File: config.mk
export PLATFORM = sky130hd
export DESIGN_NAME = cache_ctrl
export DESIGN_NICKNAME = d
export VERILOG_FILES = /design/src/addr_pkg.sv /design/src/cache_pkg.sv /design/src/cache_ctrl.sv
export VERILOG_INCLUDE_DIRS = /design/src
export SDC_FILE = /design/constraint.sdc
export NUM_CORES = 1
export LEC_CHECK = 0
export BUFFER_PORTS_ARGS = -buffer_cell sky130_fd_sc_hd__buf_2
export CAP_MARGIN = 20
export CORE_ASPECT_RATIO = 0.7
export CORE_MARGIN = 5
export CORE_UTILIZATION = 55
export DETAILED_ROUTE_END_ITERATION = 10
export GPL_TIMING_DRIVEN = 0
export HOLD_SLACK_MARGIN = 0.05
export PLACE_DENSITY = 0.78
export SKIP_LAST_GASP = 1
export SYNTH_ARGS = -nofsm -noshare
export SYNTH_HDL_FRONTEND = slang
export SYNTH_SLANG_ARGS = --single-unit
File: constraint.sdc
create_clock -name clk -period 5.9 [get_ports clk]
set_clock_uncertainty 0.15 [all_clocks]
set_input_delay 0.885 -clock clk [delete_from_list [all_inputs] [get_ports clk]]
set_output_delay 0.885 -clock clk [all_outputs]
set_load 0.05 [all_outputs]
File: src/mem_system_macros.svh
/*
 * Size and timing constants for the cache and the banked memory
 * Address split is tag 15..11, index 10..3, byte offset 2..0
 */
`ifndef MEM_SYSTEM_MACROS_SVH
`define MEM_SYSTEM_MACROS_SVH

`define ADDR_W     16
`define WORD_W     16
`define TAG_W      5
`define INDEX_W    8
`define OFFSET_W   3

`define LINE_WORDS 4   // Words per line
`define NUM_SETS   256
`define NUM_BANKS  4   // Bank select is addr[2:1]

`define MEM_RD_LAT 2   // Accept to read data
`define BANK_BUSY  4   // Cycles a bank is held after an access

`endif

File: src/addr_pkg.sv
/*
 * Address field and data word types
 * shared by the cache ways, the controller and the memory
 */
`include "mem_system_macros.svh"

package addr_pkg;

   typedef logic [`WORD_W-1:0]   word_t;
   typedef logic [`TAG_W-1:0]    tag_t;
   typedef logic [`INDEX_W-1:0]  index_t;
   typedef logic [`OFFSET_W-1:0] offset_t;

   // One cache line, word 0 in the low bits
   typedef word_t [`LINE_WORDS-1:0] line_t;

endpackage

File: src/cache_pkg.sv
/*
 * Tag array entry and controller FSM states
 */
package cache_pkg;

   import addr_pkg::*;

   typedef struct packed {
      logic valid;
      logic dirty;
      tag_t tag;
   } tag_entry_t;

   typedef enum logic [2:0] {
      st_idle,
      st_lookup,
      st_writeback,
      st_fill,        // Issuing line reads
      st_fill_wait,   // Reads in flight, none left to issue
      st_finish
   } ctrl_state_t;

endpackage

File: src/cache_ctrl.sv
/*
 * Cache request FSM with lookup, victim choice, write-back and line fill
 * LRU bits, request error check and processor handshake
 */
`timescale 1ns/1ps
`include "mem_system_macros.svh"

module cache_ctrl
   import addr_pkg::*, cache_pkg::*;
(
   input  logic clk,
   input  logic rst_n,
   input  logic [`ADDR_W-1:0] addr,
   input  word_t data_in,
   input  logic rd,
   input  logic wr,
   output word_t data_out,
   output logic done,
   output logic stall,
   output logic cache_hit,
   output logic err,
   output logic w0_en, w0_write, w0_set_dirty, w0_fill,
   output index_t w0_index,
   output offset_t w0_offset,
   output tag_t w0_tag_in,
   output word_t w0_data_in,
   input  logic w0_hit, w0_dirty, w0_valid,
   input  tag_t w0_tag_out,
   input  word_t w0_data_out,
   output logic w1_en, w1_write, w1_set_dirty, w1_fill,
   output index_t w1_index,
   output offset_t w1_offset,
   output tag_t w1_tag_in,
   output word_t w1_data_in,
   input  logic w1_hit, w1_dirty, w1_valid,
   input  tag_t w1_tag_out,
   input  word_t w1_data_out,
   output logic [`ADDR_W-1:0] mem_addr,
   output word_t mem_data_in,
   output logic mem_rd,
   output logic mem_wr,
   input  word_t mem_data_out,
   input  logic mem_stall,
   input  logic [`NUM_BANKS-1:0] mem_busy
);

   localparam int CNT_W = $clog2(`LINE_WORDS);
   localparam logic [CNT_W-1:0] LAST = CNT_W'(`LINE_WORDS - 1);

   ctrl_state_t             state;
   tag_t                    req_tag;
   index_t                  req_index;
   offset_t                 req_offset;
   word_t                   req_data;
   logic                    req_wr;
   logic [`NUM_SETS-1:0]    lru;          // Most recently used way per set
   logic                    victim, pick, sel_way, any_hit, mem_acc, rd_back, err_q;
   logic [CNT_W-1:0]        issue_cnt, recv_cnt;
   logic [`MEM_RD_LAT-1:0]  rd_pend;
   logic [1:0]              way_en, way_write, way_fill, victim_oh;
   offset_t                 way_offset;

   assign any_hit   = w0_hit | w1_hit;
   assign victim_oh = victim ? 2'b10 : 2'b01;
   assign sel_way   = (state == st_lookup) ? w1_hit : victim;

   always_comb begin
      if (!w0_valid)      pick = 1'b0;
      else if (!w1_valid) pick = 1'b1;
      else                pick = ~lru[req_index];
   end

   // Bank of each word is its line position
   assign mem_addr    = {(state == st_writeback) ? (victim ? w1_tag_out : w0_tag_out) : req_tag,
                         req_index, issue_cnt, 1'b0};
   assign mem_data_in = victim ? w1_data_out : w0_data_out;
   assign mem_wr      = (state == st_writeback);
   assign mem_rd      = (state == st_fill);
   assign mem_acc     = (mem_rd | mem_wr) & ~mem_stall;
   assign rd_back     = rd_pend[`MEM_RD_LAT-1];   // Read word arrives this cycle

   always_comb begin
      way_en     = 2'b00;
      way_write  = 2'b00;
      way_fill   = 2'b00;
      way_offset = req_offset;
      case (state)
         st_lookup: begin
            way_en    = 2'b11;
            way_write = {w1_hit, w0_hit} & {2{req_wr}};
         end
         st_writeback: begin
            way_en     = victim_oh;
            way_offset = {issue_cnt, 1'b0};
         end
         st_fill, st_fill_wait: begin
            way_en     = victim_oh;
            way_fill   = victim_oh & {2{rd_back}};
            way_offset = {recv_cnt, 1'b0};
         end
         st_finish: begin
            way_en    = victim_oh;
            way_write = victim_oh & {2{req_wr}};
         end
         default: ;
      endcase
   end

   assign w0_en = way_en[0];
   assign w0_write = way_write[0];
   assign w0_set_dirty = way_write[0];
   assign w0_fill = way_fill[0];
   assign w0_index = req_index;
   assign w0_offset = way_offset;
   assign w0_tag_in = req_tag;
   assign w0_data_in = (state == st_finish || state == st_lookup) ? req_data : mem_data_out;
   assign w1_en = way_en[1];
   assign w1_write = way_write[1];
   assign w1_set_dirty = way_write[1];
   assign w1_fill = way_fill[1];
   assign w1_index = req_index;
   assign w1_offset = way_offset;
   assign w1_tag_in = req_tag;
   assign w1_data_in = w0_data_in;

   assign done      = (state == st_lookup && any_hit) || state == st_finish;
   assign cache_hit = (state == st_lookup) & any_hit;
   assign stall     = (state != st_idle);
   assign err       = err_q;
   assign data_out  = sel_way ? w1_data_out : w0_data_out;

   always_ff @(posedge clk) begin
      if (state == st_idle && (rd || wr)) begin
         req_tag    <= addr[`ADDR_W-1 -: `TAG_W];
         req_index  <= addr[`OFFSET_W +: `INDEX_W];
         req_offset <= addr[`OFFSET_W-1:0];
         req_data   <= data_in;
         req_wr     <= wr;
      end
   end

   always_ff @(posedge clk or negedge rst_n) begin
      if (!rst_n) begin
         state     <= st_idle;
         victim    <= 1'b0;
         issue_cnt <= '0;
         recv_cnt  <= '0;
         rd_pend   <= '0;
         lru       <= '0;
         err_q     <= 1'b0;
      end else begin
         err_q   <= 1'b0;
         rd_pend <= {rd_pend[`MEM_RD_LAT-2:0], mem_rd & ~mem_stall};
         if (mem_acc) issue_cnt <= issue_cnt + 1'b1;   // Wraps to 0 after a line
         if (rd_back) recv_cnt <= recv_cnt + 1'b1;
         if (done) lru[req_index] <= sel_way;
         case (state)
            st_idle:
               if (rd || wr) begin
                  if ((rd && wr) || addr[0]) err_q <= 1'b1;
                  else state <= st_lookup;
               end
            st_lookup:
               if (!any_hit) begin
                  victim <= pick;
                  state  <= (pick ? w1_dirty : w0_dirty) ? st_writeback : st_fill;
               end else begin
                  state <= st_idle;
               end
            st_writeback: if (mem_acc && issue_cnt == LAST) state <= st_fill;
            st_fill:      if (mem_acc && issue_cnt == LAST) state <= st_fill_wait;
            st_fill_wait: if (rd_back && recv_cnt == LAST) state <= st_finish;
            default:      state <= st_idle;
         endcase
      end
   end

endmodule

==> results.txt <==
----------------------------------------------------
[Status]
  Status ... finished clean

[Power and ir drop]
  Worst vdd ir ... 0.000393 V
  PD cells ... 466 nW/µm²
  Lkg Pwr ... 7.89 nW

[Final layout]
  Count of inserted antenna diode cells ... 0
  Non-filler cells in the finished layout ... 2086
  Final core area utilization ... 0.659
  Area of combinational cells with multiple inputs ... approximately 6300 µm²
  Net total in the final layout ... 1807
  Commonest non-fill, non-tap cell in the layout ... sky130_fd_sc_hd__a21oi_1
  Storage element area ... 7670 µm²
  Filler Cells Inserted ... 2086
  Syn-to-layout area delta ... 17.4%
  Commonest non-fill, non-tap cells in the layout ... 268 x sky130_fd_sc_hd__a21oi_1, 267 x sky130_fd_sc_hd__dfrtp_1, 254 x sky130_fd_sc_hd__buf_2, 244 x sky130_fd_sc_hd__a31oi_1, 121 x sky130_fd_sc_hd__clkbuf_1
  Share of final-layout standard cells stronger than drive strength 1 ... 0.265

[Detailed routing]
  Drt first-iter violations ... 2355
  Average wire per standard cell ... around 28 µm
  Via count ... 14400
  Pre-Repair DR Iteration Count ... 7
  # DRC ... 0
  Total routed wirelength ... 57700 µm
  Via-per-instance ratio ... ~7
  DRT antenna net count ... 0

[Worst setup path]
  Required time at the endpoint of the critical path ... 4.87 ns
  Origin of the worst setup path ... state[0]
  Worst setup EP type ... output pin
  Kind of start point of the critical path ... flop
  Critical path type ... flop to output pin
  Minimum setup slack among reg-to-reg paths ... 2.07 ns
  Origin of the critical flop-to-flop path ... w0_index[2]
  Data arrival time of the critical path ... 3.23 ns
  Largest fanout on the critical path ... 10

[Synth]
  Largest area contributor in the synthesized netlist ... sky130_fd_sc_hd__dfrtp_1
  Proportion of synthesized chip area in sequential cells ... 0.509
  Mean area per synthesized cell ... 10.4 µm²
  Yosys reg bits ... 300
  Synth Cell Area ... 15100 µm²
  Cells after synthesis ... roughly 1400
  Area contributors post-synth ... sky130_fd_sc_hd__dfrtp_1 44%, sky130_fd_sc_hd__a31oi_1 10%, sky130_fd_sc_hd__a21oi_1 8.9%, sky130_fd_sc_hd__mux4_2 7.3%, sky130_fd_sc_hd__edfxtp_1 6.6%
  Synth Net Count ... roughly 1500
  Predominant post-synthesis flop cell ... sky130_fd_sc_hd__dfrtp_1
  Count of distinct cell types in the synthesized netlist ... 53
  Warnings, synthesis ... 0
  Number of enable flip-flop cells after synthesis ... 33
  Async S/R FF share, synth ... 0.890
  Synth top area share ... 0.444

[Clock tree]
  Total of cells resized after clock tree synthesis ... 0
  Worst skew pair latency ... about 0.57 ns
  Inserted Clock Buffers ... 29
  Number of hold-repair buffers added at the cts stage ... 0
  Clock tree from TritonCTS ... built
  Clock Root Buffer ... sky130_fd_sc_hd__clkbuf_16
  Count of clock tree sinks ... 300
  Maximum clock path buffer count ... 3
  Post CTS Setup Buffer Count ... 0
  H-tree level count ... 1
  Clock-pin slew of the registers on the worst-case setup and hold paths ... 0.07 ns

[Die]
  Number of placed I/O pins ... about 230
  Floorplan die area ... 30900 µm²
  Site row count ... 50
  Horizontal die dimension ... just over 200 µm
  Area of the core region ... roughly 27000 µm²
  Effective utilization at floorplan ... 0.561
  Die Ht ... 148 µm

[Placement]
  Number of I/O port buffers ... roughly 230
  Placed Cells incl. Taps ... approximately 2000
  Post-DP HPWL ... 40200 µm
  GP Congestion ... 1.03
  Worst Setup Slack post-DPL ... 2.29 ns

[STA]
  Share of the clock period used by the worst path ... 0.723
  Clock period minus final worst setup slack ... 4.27 ns
  Setup ws final ... 1.63 ns
  Max Clk Rate ... 234 MHz
  Final total negative setup slack ... 0 ns
  Final hold violations ... 0
  Worst max-slew margin expressed relative to the limit ... 0.205
  Unrepaired setup endpoints after global routing ... no
  Setup Viol. Count Final ... 0
  Final-report max-slew violation count ... 0
  Actual slew at the worst max-slew pin ... approximately 1.2 ns

[GRT]
  Wire length of the first global-routing pass ... approximately 85000 µm
  Overall track demand over capacity in global routing ... 0.361
  Congestion Overflow GR ... 0
  Largest net degree at the start of global routing ... 100
  Number of antenna violations at the first check in global routing ... 0
  Via count of the first global-routing pass ... 13500

[Hold path]
  Worst min-delay path category ... primary input to asynchronous set/reset pin

[Flow run]
  Maximum Capacitance Violations ... 0

----------------------------------------------------
## path summary, 6_finish.rpt
| check | endpoint | depth (start not counted) |
|---|---|---|
| worst max-delay path | data_out[7] | 8 |
| worst min-delay path | lru[231] | 1 |
| worst max register to register | lru[108] | 9 |
| worst min register to register | rd_pend[1] | 0 |
| max in group asynchronous | lru[61] | 3 |
| min in group clk | rd_pend[1] | 0 |
## per-stage QoR
step | power [mW] | hold WS (ns) | area, µm²
2_1_floorplan | 5.20 | 0.181 | 15100
3_3_place_gp | 6.16 | 0.185 | 16600
3_5_place_dp | 6.24 | 0.196 | 16700
4_1_cts | 8.13 | 0.210 | 17700
5_1_grt | 8.51 | 0.225 | 17700
6_report | 8.25 | 0.205 | 17700
## worst max-delay path, cell delays in order (launching register included)
cell,delay [ns]
sky130_fd_sc_hd__dfrtp_1,0.34
sky130_fd_sc_hd__clkbuf_1,0.36
sky130_fd_sc_hd__nand2b_1,0.09
sky130_fd_sc_hd__buf_2,0.19
sky130_fd_sc_hd__nor2_1,0.17
sky130_fd_sc_hd__mux2i_1,0.23
sky130_fd_sc_hd__buf_1,0.60
sky130_fd_sc_hd__mux2_2,0.45
sky130_fd_sc_hd__buf_2,0.22
## synthesized netlist by cell type, types with 4 or more instances
library cell / instances
sky130_fd_sc_hd__clkbuf_1: 118
sky130_fd_sc_hd__buf_2: 30
sky130_fd_sc_hd__o22ai_1: 11
sky130_fd_sc_hd__buf_1: 9
sky130_fd_sc_hd__nand2b_1: 12
sky130_fd_sc_hd__nand2_1: 77
sky130_fd_sc_hd__mux2i_1: 11
sky130_fd_sc_hd__mux4_2: 49
sky130_fd_sc_hd__a211oi_1: 18
sky130_fd_sc_hd__a31oi_1: 244
sky130_fd_sc_hd__or2_2: 4
sky130_fd_sc_hd__dfrtp_1: 267
sky130_fd_sc_hd__a21oi_1: 268
sky130_fd_sc_hd__nor2_1: 69
sky130_fd_sc_hd__edfxtp_1: 33
sky130_fd_sc_hd__o21ai_0: 12
sky130_fd_sc_hd__mux4_1: 7
sky130_fd_sc_hd__nor4_1: 16
sky130_fd_sc_hd__nor3_1: 22
sky130_fd_sc_hd__mux2_2: 34
sky130_fd_sc_hd__buf_4: 49
sky130_fd_sc_hd__nor2b_1: 25
sky130_fd_sc_hd__inv_1: 9
sky130_fd_sc_hd__buf_6: 5
## area by class of cell
type                       instances  area share
buffer                           212      0.0605
clock buffer                      39      0.0477
clock inverter                    14     0.00721
inverter                          10     0.00212
multi-input combinational        920       0.356
sequential                       300       0.434
tap                              364      0.0257
timing repair buffer             227      0.0673
## flip-flops by register name (all words and copies together), names as in the netlist
name,count
w0_tag_in,5
w0_index,8
recv_cnt,2
lru,256
victim,1
issue_cnt,2
req_offset,3
req_data,16
err,1
rd_pend,2
req_wr,1
state,3
## cells by family after synthesis
group,share of synthesized area
compound gates,0.221
flops,0.509
simple gates,0.0733
buf+inv,0.0736
mux,0.119
xor+xnor,0.00174
fa+ha+maj,0.00166
other cells,0.000249
## layer usage
metal / vias up / part of all wire / global-route usage
li1: 5915 / - / -
met1: 7025 / 0.37 / 0.508
met2: 1209 / 0.41 / 0.492
met3: 216 / 0.17 / 0.169
met4: 2 / 0.047 / 0.130
met5: - / 0.00071 / 0.00940
## power breakdown
part / leakage (nW) / switching [mW] / internal (mW)
sequential: 4.01 / 0.196 / 2.41
clock: 0.489 / 0.834 / 1.09
combinational: 3.39 / 2.70 / 1.02
total: 7.89 / 3.73 / 4.52
Power figures use the tool's default switching activity.
